$ cat src/rv_defs.svh
`ifndef RV_DEFS_SVH
`define RV_DEFS_SVH

// Data and address width
`define RV_XLEN 32

// Register file geometry
`define RV_REG_AW 5
`define RV_NUM_REGS 32

// PC value held by an empty ID/EX stage
`define RV_RESET_PC 32'h0000_0000

`endif

$ cat src/rv_pkg.sv
package rv_pkg;

    // RV32I major opcodes, instr[6:0]
    typedef enum logic [6:0] {
        OP     = 7'b0110011,
        OP_IMM = 7'b0010011,
        LUI    = 7'b0110111,
        AUIPC  = 7'b0010111,
        LOAD   = 7'b0000011,
        STORE  = 7'b0100011,
        BRANCH = 7'b1100011,
        JAL    = 7'b1101111,
        JALR   = 7'b1100111
    } opcode_t;

    typedef enum logic [3:0] {
        ALU_ADD    = 4'd0,
        ALU_SUB    = 4'd1,
        ALU_SLL    = 4'd2,
        ALU_SLT    = 4'd3,
        ALU_SLTU   = 4'd4,
        ALU_XOR    = 4'd5,
        ALU_SRL    = 4'd6,
        ALU_SRA    = 4'd7,
        ALU_OR     = 4'd8,
        ALU_AND    = 4'd9,
        ALU_PASS_B = 4'd10  // LUI
    } alu_ctrl_t;

    // Same encoding as the branch funct3
    typedef enum logic [2:0] {
        BR_EQ  = 3'b000,
        BR_NE  = 3'b001,
        BR_LT  = 3'b100,
        BR_GE  = 3'b101,
        BR_LTU = 3'b110,
        BR_GEU = 3'b111
    } br_func_t;

    typedef enum logic [1:0] {
        PC_INC    = 2'd0,
        PC_BRANCH = 2'd1,
        PC_JUMP   = 2'd2
    } pc_source_t;

endpackage

$ cat src/id_ex_if.sv
`timescale 1ns/10ps
`include "rv_defs.svh"

interface id_ex_if;

    // Register addresses
    logic [`RV_REG_AW-1:0] rs1;
    logic [`RV_REG_AW-1:0] rs2;
    logic [`RV_REG_AW-1:0] rd;

    // Writeback
    logic mem_to_reg;
    logic reg_write;

    // Memory
    logic mem_write;
    logic mem_read;
    logic jal;
    logic lui;

    // Execute
    rv_pkg::alu_ctrl_t  alu_ctrl;
    logic               alu_pc;    // Operand A is the PC
    logic               alu_imm;   // Operand B is the immediate
    rv_pkg::br_func_t   br_func;
    logic               jal_addr;  // Target from rs1 (JALR)
    rv_pkg::pc_source_t pc_source;

    // Datapath
    logic [`RV_XLEN-1:0] pc;
    logic [`RV_XLEN-1:0] rs1_data;
    logic [`RV_XLEN-1:0] rs2_data;
    logic [`RV_XLEN-1:0] sext_out;

    modport producer (
        output rs1, rs2, rd, mem_to_reg, reg_write, mem_write, mem_read, jal, lui,
        output alu_ctrl, alu_pc, alu_imm, br_func, jal_addr, pc_source,
        output pc, rs1_data, rs2_data, sext_out
    );

    modport consumer (
        input rs1, rs2, rd, mem_to_reg, reg_write, mem_write, mem_read, jal, lui,
        input alu_ctrl, alu_pc, alu_imm, br_func, jal_addr, pc_source,
        input pc, rs1_data, rs2_data, sext_out
    );

endinterface

$ cat src/decode_stage.sv
`timescale 1ns/10ps
`include "rv_defs.svh"

module decode_stage (
    input  logic                  clk,
    input  logic                  rst_n,
    input  logic [31:0]           instr,
    input  logic [`RV_XLEN-1:0]   pc,
    input  logic                  wb_en,
    input  logic [`RV_REG_AW-1:0] wb_rd,
    input  logic [`RV_XLEN-1:0]   wb_data,
    id_ex_if.producer             id
);

    logic [`RV_XLEN-1:0] regs [`RV_NUM_REGS];

    rv_pkg::opcode_t     opcode;
    logic [2:0]          funct3;
    logic                f7b5;
    logic [`RV_XLEN-1:0] imm_i;
    logic [`RV_XLEN-1:0] imm_s;
    logic [`RV_XLEN-1:0] imm_b;
    logic [`RV_XLEN-1:0] imm_u;
    logic [`RV_XLEN-1:0] imm_j;
    logic                wr_en;

    assign opcode = rv_pkg::opcode_t'(instr[6:0]);
    assign funct3 = instr[14:12];
    assign f7b5   = instr[30];

    assign imm_i = {{20{instr[31]}}, instr[31:20]};
    assign imm_s = {{20{instr[31]}}, instr[31:25], instr[11:7]};
    assign imm_b = {{19{instr[31]}}, instr[31], instr[7], instr[30:25], instr[11:8], 1'b0};
    assign imm_u = {instr[31:12], 12'b0};
    assign imm_j = {{11{instr[31]}}, instr[31], instr[19:12], instr[20], instr[30:21], 1'b0};

    // funct7 bit 5 picks SUB only for register ops, SRA for both
    function automatic rv_pkg::alu_ctrl_t alu_decode(input logic [2:0] f3,
                                                     input logic       alt,
                                                     input logic       is_reg);
        case (f3)
            3'b000:  alu_decode = (is_reg && alt) ? rv_pkg::ALU_SUB : rv_pkg::ALU_ADD;
            3'b001:  alu_decode = rv_pkg::ALU_SLL;
            3'b010:  alu_decode = rv_pkg::ALU_SLT;
            3'b011:  alu_decode = rv_pkg::ALU_SLTU;
            3'b100:  alu_decode = rv_pkg::ALU_XOR;
            3'b101:  alu_decode = alt ? rv_pkg::ALU_SRA : rv_pkg::ALU_SRL;
            3'b110:  alu_decode = rv_pkg::ALU_OR;
            default: alu_decode = rv_pkg::ALU_AND;
        endcase
    endfunction

    // Write-through read, x0 hardwired to zero
    function automatic logic [`RV_XLEN-1:0] rf_read(input logic [`RV_REG_AW-1:0] addr);
        if (addr == '0)
            rf_read = '0;
        else if (wb_en && wb_rd == addr)
            rf_read = wb_data;
        else
            rf_read = regs[addr];
    endfunction

    always_comb begin
        id.mem_to_reg = 1'b0;  // Defaults form a NOP
        wr_en         = 1'b0;
        id.mem_write  = 1'b0;
        id.mem_read   = 1'b0;
        id.jal        = 1'b0;
        id.lui        = 1'b0;
        id.alu_ctrl   = rv_pkg::ALU_ADD;
        id.alu_pc     = 1'b0;
        id.alu_imm    = 1'b0;
        id.br_func    = rv_pkg::BR_EQ;
        id.jal_addr   = 1'b0;
        id.pc_source  = rv_pkg::PC_INC;
        id.sext_out   = '0;
        case (opcode)
            rv_pkg::OP: begin
                wr_en       = 1'b1;
                id.alu_ctrl = alu_decode(funct3, f7b5, 1'b1);
            end
            rv_pkg::OP_IMM: begin
                wr_en       = 1'b1;
                id.alu_imm  = 1'b1;
                id.alu_ctrl = alu_decode(funct3, f7b5, 1'b0);
                id.sext_out = imm_i;
            end
            rv_pkg::LUI: begin
                wr_en       = 1'b1;
                id.lui      = 1'b1;
                id.alu_imm  = 1'b1;
                id.alu_ctrl = rv_pkg::ALU_PASS_B;
                id.sext_out = imm_u;
            end
            rv_pkg::AUIPC: begin
                wr_en       = 1'b1;
                id.alu_pc   = 1'b1;
                id.alu_imm  = 1'b1;
                id.sext_out = imm_u;
            end
            rv_pkg::LOAD: begin
                wr_en         = 1'b1;
                id.mem_read   = 1'b1;
                id.mem_to_reg = 1'b1;
                id.alu_imm    = 1'b1;
                id.sext_out   = imm_i;
            end
            rv_pkg::STORE: begin
                id.mem_write = 1'b1;
                id.alu_imm   = 1'b1;
                id.sext_out  = imm_s;
            end
            rv_pkg::BRANCH: begin
                id.pc_source = rv_pkg::PC_BRANCH;
                id.br_func   = rv_pkg::br_func_t'(funct3);
                id.sext_out  = imm_b;
            end
            rv_pkg::JAL: begin
                wr_en        = 1'b1;
                id.jal       = 1'b1;
                id.pc_source = rv_pkg::PC_JUMP;
                id.sext_out  = imm_j;
            end
            rv_pkg::JALR: begin
                wr_en        = 1'b1;
                id.jal       = 1'b1;
                id.jal_addr  = 1'b1;
                id.alu_imm   = 1'b1;
                id.pc_source = rv_pkg::PC_JUMP;
                id.sext_out  = imm_i;
            end
            default: ;  // Illegal opcode stays a NOP
        endcase
    end

    // No write for rd = x0, so 32'h00000013 is a bubble
    assign id.reg_write = wr_en && (instr[11:7] != 5'd0);

    assign id.rs1 = instr[19:15];
    assign id.rs2 = instr[24:20];
    assign id.rd  = instr[11:7];
    assign id.pc  = pc;

    always_comb begin
        id.rs1_data = rf_read(instr[19:15]);
        id.rs2_data = rf_read(instr[24:20]);
    end

    always_ff @(posedge clk or negedge rst_n) begin
        if (!rst_n) begin
            for (int i = 0; i < `RV_NUM_REGS; i++)
                regs[i] <= '0;
        end else if (wb_en && wb_rd != '0) begin
            regs[wb_rd] <= wb_data;
        end
    end

endmodule

$ cat src/id_ex_buffer.sv
`timescale 1ns/10ps
`include "rv_defs.svh"

module id_ex_buffer (
    input  logic      clk,
    input  logic      rst_n,
    input  logic      stall,
    id_ex_if.consumer id,
    id_ex_if.producer ex
);

    always_ff @(posedge clk or negedge rst_n) begin
        if (!rst_n) begin
            // Bubble
            ex.rs1        <= '0;
            ex.rs2        <= '0;
            ex.rd         <= '0;
            ex.mem_to_reg <= 1'b0;
            ex.reg_write  <= 1'b0;
            ex.mem_write  <= 1'b0;
            ex.mem_read   <= 1'b0;
            ex.jal        <= 1'b0;
            ex.lui        <= 1'b0;
            ex.alu_ctrl   <= rv_pkg::ALU_ADD;
            ex.alu_pc     <= 1'b0;
            ex.alu_imm    <= 1'b0;
            ex.br_func    <= rv_pkg::BR_EQ;
            ex.jal_addr   <= 1'b0;
            ex.pc_source  <= rv_pkg::PC_INC;
            ex.pc         <= `RV_RESET_PC;
            ex.rs1_data   <= '0;
            ex.rs2_data   <= '0;
            ex.sext_out   <= '0;
        end else if (!stall) begin
            ex.rs1        <= id.rs1;
            ex.rs2        <= id.rs2;
            ex.rd         <= id.rd;
            ex.mem_to_reg <= id.mem_to_reg;
            ex.reg_write  <= id.reg_write;
            ex.mem_write  <= id.mem_write;
            ex.mem_read   <= id.mem_read;
            ex.jal        <= id.jal;
            ex.lui        <= id.lui;
            ex.alu_ctrl   <= id.alu_ctrl;
            ex.alu_pc     <= id.alu_pc;
            ex.alu_imm    <= id.alu_imm;
            ex.br_func    <= id.br_func;
            ex.jal_addr   <= id.jal_addr;
            ex.pc_source  <= id.pc_source;
            ex.pc         <= id.pc;
            ex.rs1_data   <= id.rs1_data;
            ex.rs2_data   <= id.rs2_data;
            ex.sext_out   <= id.sext_out;
        end
    end

endmodule

$ cat src/execute_stage.sv
`timescale 1ns/10ps
`include "rv_defs.svh"

module execute_stage (
    input  logic                  clk,
    input  logic                  rst_n,
    input  logic                  stall,
    id_ex_if.consumer             ex,
    output logic [`RV_XLEN-1:0]   alu_result,
    output logic [`RV_XLEN-1:0]   store_data,
    output logic [`RV_REG_AW-1:0] rd,
    output logic                  reg_write,
    output logic                  mem_read,
    output logic                  mem_write,
    output logic                  mem_to_reg,
    output logic                  redirect,
    output logic [`RV_XLEN-1:0]   target
);

    logic [`RV_XLEN-1:0] op_a;
    logic [`RV_XLEN-1:0] op_b;
    logic [4:0]          shamt;
    logic [`RV_XLEN-1:0] alu_out;
    logic [`RV_XLEN-1:0] result;
    logic [`RV_XLEN-1:0] jump_target;
    logic                br_taken;
    logic                take;

    assign op_a  = ex.alu_pc ? ex.pc : ex.rs1_data;
    assign op_b  = ex.alu_imm ? ex.sext_out : ex.rs2_data;
    assign shamt = op_b[4:0];

    always_comb begin
        case (ex.alu_ctrl)
            rv_pkg::ALU_ADD:    alu_out = op_a + op_b;
            rv_pkg::ALU_SUB:    alu_out = op_a - op_b;
            rv_pkg::ALU_SLL:    alu_out = op_a << shamt;
            rv_pkg::ALU_SLT:    alu_out = {{(`RV_XLEN-1){1'b0}}, $signed(op_a) < $signed(op_b)};
            rv_pkg::ALU_SLTU:   alu_out = {{(`RV_XLEN-1){1'b0}}, op_a < op_b};
            rv_pkg::ALU_XOR:    alu_out = op_a ^ op_b;
            rv_pkg::ALU_SRL:    alu_out = op_a >> shamt;
            rv_pkg::ALU_SRA:    alu_out = $unsigned($signed(op_a) >>> shamt);
            rv_pkg::ALU_OR:     alu_out = op_a | op_b;
            rv_pkg::ALU_AND:    alu_out = op_a & op_b;
            rv_pkg::ALU_PASS_B: alu_out = op_b;
            default:            alu_out = '0;
        endcase
    end

    assign result = ex.jal ? ex.pc + `RV_XLEN'd4 : alu_out;  // Link address

    always_comb begin
        case (ex.br_func)
            rv_pkg::BR_EQ:  br_taken = ex.rs1_data == ex.rs2_data;
            rv_pkg::BR_NE:  br_taken = ex.rs1_data != ex.rs2_data;
            rv_pkg::BR_LT:  br_taken = $signed(ex.rs1_data) < $signed(ex.rs2_data);
            rv_pkg::BR_GE:  br_taken = $signed(ex.rs1_data) >= $signed(ex.rs2_data);
            rv_pkg::BR_LTU: br_taken = ex.rs1_data < ex.rs2_data;
            rv_pkg::BR_GEU: br_taken = ex.rs1_data >= ex.rs2_data;
            default:        br_taken = 1'b0;
        endcase
    end

    // JALR clears bit 0 of rs1 + imm
    assign jump_target = ex.jal_addr ? (ex.rs1_data + ex.sext_out) & ~`RV_XLEN'd1
                                     : ex.pc + ex.sext_out;

    assign take = (ex.pc_source == rv_pkg::PC_JUMP) ||
                  (ex.pc_source == rv_pkg::PC_BRANCH && br_taken);

    always_ff @(posedge clk or negedge rst_n) begin
        if (!rst_n) begin
            alu_result <= '0;
            store_data <= '0;
            rd         <= '0;
            reg_write  <= 1'b0;
            mem_read   <= 1'b0;
            mem_write  <= 1'b0;
            mem_to_reg <= 1'b0;
            redirect   <= 1'b0;
            target     <= '0;
        end else if (!stall) begin
            alu_result <= result;
            store_data <= ex.rs2_data;
            rd         <= ex.rd;
            reg_write  <= ex.reg_write;
            mem_read   <= ex.mem_read;
            mem_write  <= ex.mem_write;
            mem_to_reg <= ex.mem_to_reg;
            redirect   <= take;
            target     <= jump_target;
        end
    end

endmodule

$ cat src/rv_id_ex_top.sv
`timescale 1ns/10ps
`include "rv_defs.svh"

module rv_id_ex_top (
    input  logic                  clk,
    input  logic                  rst_n,
    input  logic [31:0]           instr,
    input  logic [`RV_XLEN-1:0]   pc,
    input  logic                  stall,
    input  logic                  wb_en,
    input  logic [`RV_REG_AW-1:0] wb_rd,
    input  logic [`RV_XLEN-1:0]   wb_data,
    output logic [`RV_XLEN-1:0]   ex_alu_result,
    output logic [`RV_XLEN-1:0]   ex_store_data,
    output logic [`RV_REG_AW-1:0] ex_rd,
    output logic                  ex_reg_write,
    output logic                  ex_mem_read,
    output logic                  ex_mem_write,
    output logic                  ex_mem_to_reg,
    output logic                  ex_redirect,
    output logic [`RV_XLEN-1:0]   ex_target
);

    id_ex_if id_if ();  // Decode to ID/EX
    id_ex_if ex_if ();  // ID/EX to execute

    decode_stage decode_stage_i (
        .clk     (clk),
        .rst_n   (rst_n),
        .instr   (instr),
        .pc      (pc),
        .wb_en   (wb_en),
        .wb_rd   (wb_rd),
        .wb_data (wb_data),
        .id      (id_if.producer)
    );

    id_ex_buffer id_ex_buffer_i (
        .clk   (clk),
        .rst_n (rst_n),
        .stall (stall),
        .id    (id_if.consumer),
        .ex    (ex_if.producer)
    );

    execute_stage execute_stage_i (
        .clk        (clk),
        .rst_n      (rst_n),
        .stall      (stall),
        .ex         (ex_if.consumer),
        .alu_result (ex_alu_result),
        .store_data (ex_store_data),
        .rd         (ex_rd),
        .reg_write  (ex_reg_write),
        .mem_read   (ex_mem_read),
        .mem_write  (ex_mem_write),
        .mem_to_reg (ex_mem_to_reg),
        .redirect   (ex_redirect),
        .target     (ex_target)
    );

endmodule

$ cat config.mk
export PLATFORM = sky130hd
export DESIGN_NAME = rv_id_ex_top
export DESIGN_NICKNAME = d
export VERILOG_FILES = /design/src/rv_pkg.sv /design/src/id_ex_if.sv /design/src/decode_stage.sv /design/src/id_ex_buffer.sv /design/src/execute_stage.sv /design/src/rv_id_ex_top.sv
export VERILOG_INCLUDE_DIRS = /design/src
export SDC_FILE = /design/constraint.sdc
export NUM_CORES = 2
export LEC_CHECK = 0
export BUFFER_PORTS_ARGS = -buffer_cell sky130_fd_sc_hd__clkbuf_2
export CELL_PAD_IN_SITES_DETAIL_PLACEMENT = 0
export CELL_PAD_IN_SITES_GLOBAL_PLACEMENT = 1
export CORE_ASPECT_RATIO = 1.4
export CORE_MARGIN = 2
export CORE_UTILIZATION = 45
export CTS_BUF_LIST = sky130_fd_sc_hd__clkbuf_8
export DETAILED_ROUTE_END_ITERATION = 7
export MAX_ROUTING_LAYER = met4
export PLACE_DENSITY_LB_ADDON = 0.1
export SKIP_CTS_REPAIR_TIMING = 1
export SLEW_MARGIN = 15
export SYNTH_ARGS = -nofsm -noshare
export SYNTH_HDL_FRONTEND = slang
export SYNTH_SLANG_ARGS = --single-unit
$ cat constraint.sdc
create_clock -name clk -period 6.64 [get_ports clk]
set_clock_uncertainty 0.05 [all_clocks]
set_input_delay 1.328 -clock clk [delete_from_list [all_inputs] [get_ports clk]]
set_output_delay 1.328 -clock clk [all_outputs]
set_load 0.01 [all_outputs]
==> impl_metrics.toml <==
[finish]
final_nets = 6613
drive_gt1_share_pct = 38.1
nFillCells = 15400
area_growth_pct = 10.1
multiInputGateArea_um2 = 43700
final_common_cell = "dfrtp_1"
final_cell_mix = "dfrtp_1, mux2_2, mux4_2"
postLayoutCoreUtil_pct = 49.7
register_area_um2 = 32000

[critical_path]
rr_endpoint = "execute_stage_i.alu_result[0]"
worstSetupEndpoint = "execute_stage_i.alu_result[0]"
cp_max_fo = 17
end_kind = "flop"
crit_start = "id_ex_buffer_i.ex.alu_pc"
r2r_setup_slack_ns = 1.39
crit_required_ns = 7.40
reg2reg_depth = 14
start_kind = "flop"
reg2reg_from = "id_ex_buffer_i.ex.alu_pc"
cp.arrival_ns = 6.00
worstSetupPathType = "reg2reg"

[placed_design]
hpwl_um = 201000
gp_congestion = 1.07
io_buffer_count = 210

[synthesis]
synth_nets = 6621
yosys.area.top_type_share_pct = 40.9
syn_avg_cell_area_um2 = 12.4
ys_types = 94
synth_seq_cells = 1278
synth_async_sr_flop_share_pct = 100
ys_warn_count = 0
syn-cell-area_um2 = 78300
ys_dominant_reg_cell = "dfrtp_1"
synth_area_leaders = "dfrtp_1, mux4_2, mux2_2"
synth_edf_count = 0
seq_area_frac_synth_pct = 40.9
synth_cells = 6314
synth_top_area_cell = "dfrtp_1"

[power_and_ir_drop]
sequentialPowerShare_pct = 39.3
combPwrFrac_pct = 32.9
swShare_pct = 35.9
intPower_mw = 17.0
p_clk_share_pct = 27.8
powerDensity_nw_per_um2 = 309
max-vdd-ir-drop_mv = 0.207
p_leak_nw = 37.8
net-switching-power_mw = 9.54

[timing]
hold_viol_final = 0
fin_crit_sh_pct = 79.0
max_clock_freq_mhz = 191
rsz0062_at_grt = "no"
drv_slew = 0
relSlewSlack_pct = 7.35
setup_viol = 0
fin_crit_ns = 5.25
tns_ns = 0
worst_slew_pin_slew_ns = 1.38

[detailed_routing]
drtPass1Iterations = 7
wl_per_cell_um = 34.9
vias = 57200
via_per_inst = 6.51
drc = 0
initialDrtViolationCount = 4735
ant_nets = 0
totalWireLength_um = 306000

[floorplanning]
initial_utilization_pct = 45.2
die_x_um = 356
coreArea_um2 = 173000
rows = 181
pin_count = 211
die_height_um = 497
die-area_um2 = 177000

[global_routing]
grt_pass1_wl_um = 438000
grt_max_degree = 178
top_usage_layer = "met2"
grt_use_met2_pct = 58.1
grt_remaining_overflow = 0
grtUsageMet1_pct = 40.2
grt_pass1_vias = 59500
antenna_found_initial = 22
track_usage_pct = 35.7
use_met3_pct = 6.67

[clock_tree]
cts_max_level = 4
numClockSinks = 1278
ctsLongestPathBuffers = 3
clk_transition_reported_paths_ns = 0.07
clk_latency_ns = 1.01
cts_root_buffer = "clkbuf_8"
tritoncts = "done"
cts-buffers-inserted = 208

[min_path]
hold_class = "in2async"

[outcome]
status = "completed"

[flow_run]
drv_cap = 0
-- state kept, by name, summed over array words and instances, names as in the netlist, 2 cells and up --
name and cells:
id_ex_buffer_i.ex.pc 32, id_ex_buffer_i.ex.rs1_data 32, id_ex_buffer_i.ex.rs2_data 32, decode_stage_i.regs 1024
execute_stage_i.rd 5, execute_stage_i.alu_result 32, id_ex_buffer_i.ex.pc_source 2, execute_stage_i.target 32
id_ex_buffer_i.ex.rd 5, id_ex_buffer_i.ex.alu_ctrl 4, id_ex_buffer_i.ex.sext_out 32, id_ex_buffer_i.ex.br_func 3
execute_stage_i.store_data 32
-- metal layers --
layer  vias to the layer above  routed length (um)
li1                      23900                   -
met1                     30100              113000
met2                      2243              153000
met3                       877               17500
met4                         0               23600
met5                         -                   0
-- worst min path at each step --
stage                                    startpoint                   endpoint  slack, ns  cells after the start
after floorplan           decode_stage_i.regs[1000]  decode_stage_i.regs[1000]       0.39                      1
after global placement    decode_stage_i.regs[1011]  decode_stage_i.regs[1011]       0.33                      0
after global routing                          rst_n   decode_stage_i.regs[935]       0.22                      1
after CTS                                     rst_n   decode_stage_i.regs[935]       0.18                      1
final                                         rst_n   decode_stage_i.regs[935]       0.19                      1
after detailed placement   decode_stage_i.regs[997]   decode_stage_i.regs[997]       0.33                      0
-- area by class of cell --
type	count	area share, %
Multi-Input combinational cell	4291	50.7
Clock buffer	266	4.25
Tap cell	2287	3.32
Inverter	166	0.728
Timing Repair Buffer	361	2.89
Sequential cell	1278	37.1
Antenna cell	21	0.0610
Clock inverter	112	0.893
-- logic make-up after synthesis --
group	Yosys count	share of synthesized area [%]
mux	1921	36.5
flops	1278	40.9
compound gates	1087	8.79
simple gates	979	5.65
buf+inv	745	3.74
fa+ha+maj	202	3.27
xor+xnor	102	1.14
-- cells in the mapped netlist (all sizes together), types with 33 or more instances --
| library cell | count |
|---|---|
| nor2 | 281 |
| o21ai | 273 |
| o22ai | 68 |
| nand3 | 58 |
| xor2 | 49 |
| ha | 198 |
| a211oi | 44 |
| a21o | 45 |
| xnor2 | 53 |
| nor3 | 60 |
| inv | 165 |
| mux4 | 641 |
| a22oi | 33 |
| dfrtp | 1278 |
| mux2i | 219 |
| buf | 175 |
| clkbuf | 404 |
| nand2 | 379 |
| a21oi | 316 |
| o211ai | 42 |
| mux2 | 1061 |
-- power by group through the flow --
stage               Sequential (mW)  Combinational, mW  Clock [mW]
detailed placement             10.6               8.54           0
CTS                            10.4               8.57        7.56
finish                         10.4               8.75        7.38
floorplan                      10.2               5.74           0
global placement               10.5               8.49           0
global route                   10.6               9.25        7.89
-- critical path: stages (launching register included) --
cell      delay (ns)
dfrtp_2         0.67
mux2i_1         0.58
inv_1           0.25
fa_1            0.50
nand2b_1        0.10
a21oi_1         0.08
o21a_1          0.20
o31ai_1         0.78
a21oi_1         0.25
and3b_1         0.58
o31ai_1         0.18
a211oi_1        0.26
buf_4           0.34
or3_1           0.16
nand3_1         0.07
-- stage by stage --
stage / hold slack (ns) / std cells / area (um2) / total power [mW] / setup slack (ns)
2_1_floorplan: 0.391 / 6314 / 78300 / 15.9 / 2.20
3_3_place_gp: 0.326 / 8382 / 81600 / 19.0 / 1.56
3_5_place_dp: 0.333 / 8382 / 81600 / 19.1 / 1.63
4_1_cts: 0.177 / 8760 / 86100 / 26.5 / 1.61
5_1_grt: 0.219 / 8781 / 86200 / 27.8 / 1.14
6_report: 0.186 / 8782 / 86200 / 26.6 / 1.39
Power figures use the tool's default switching activity.
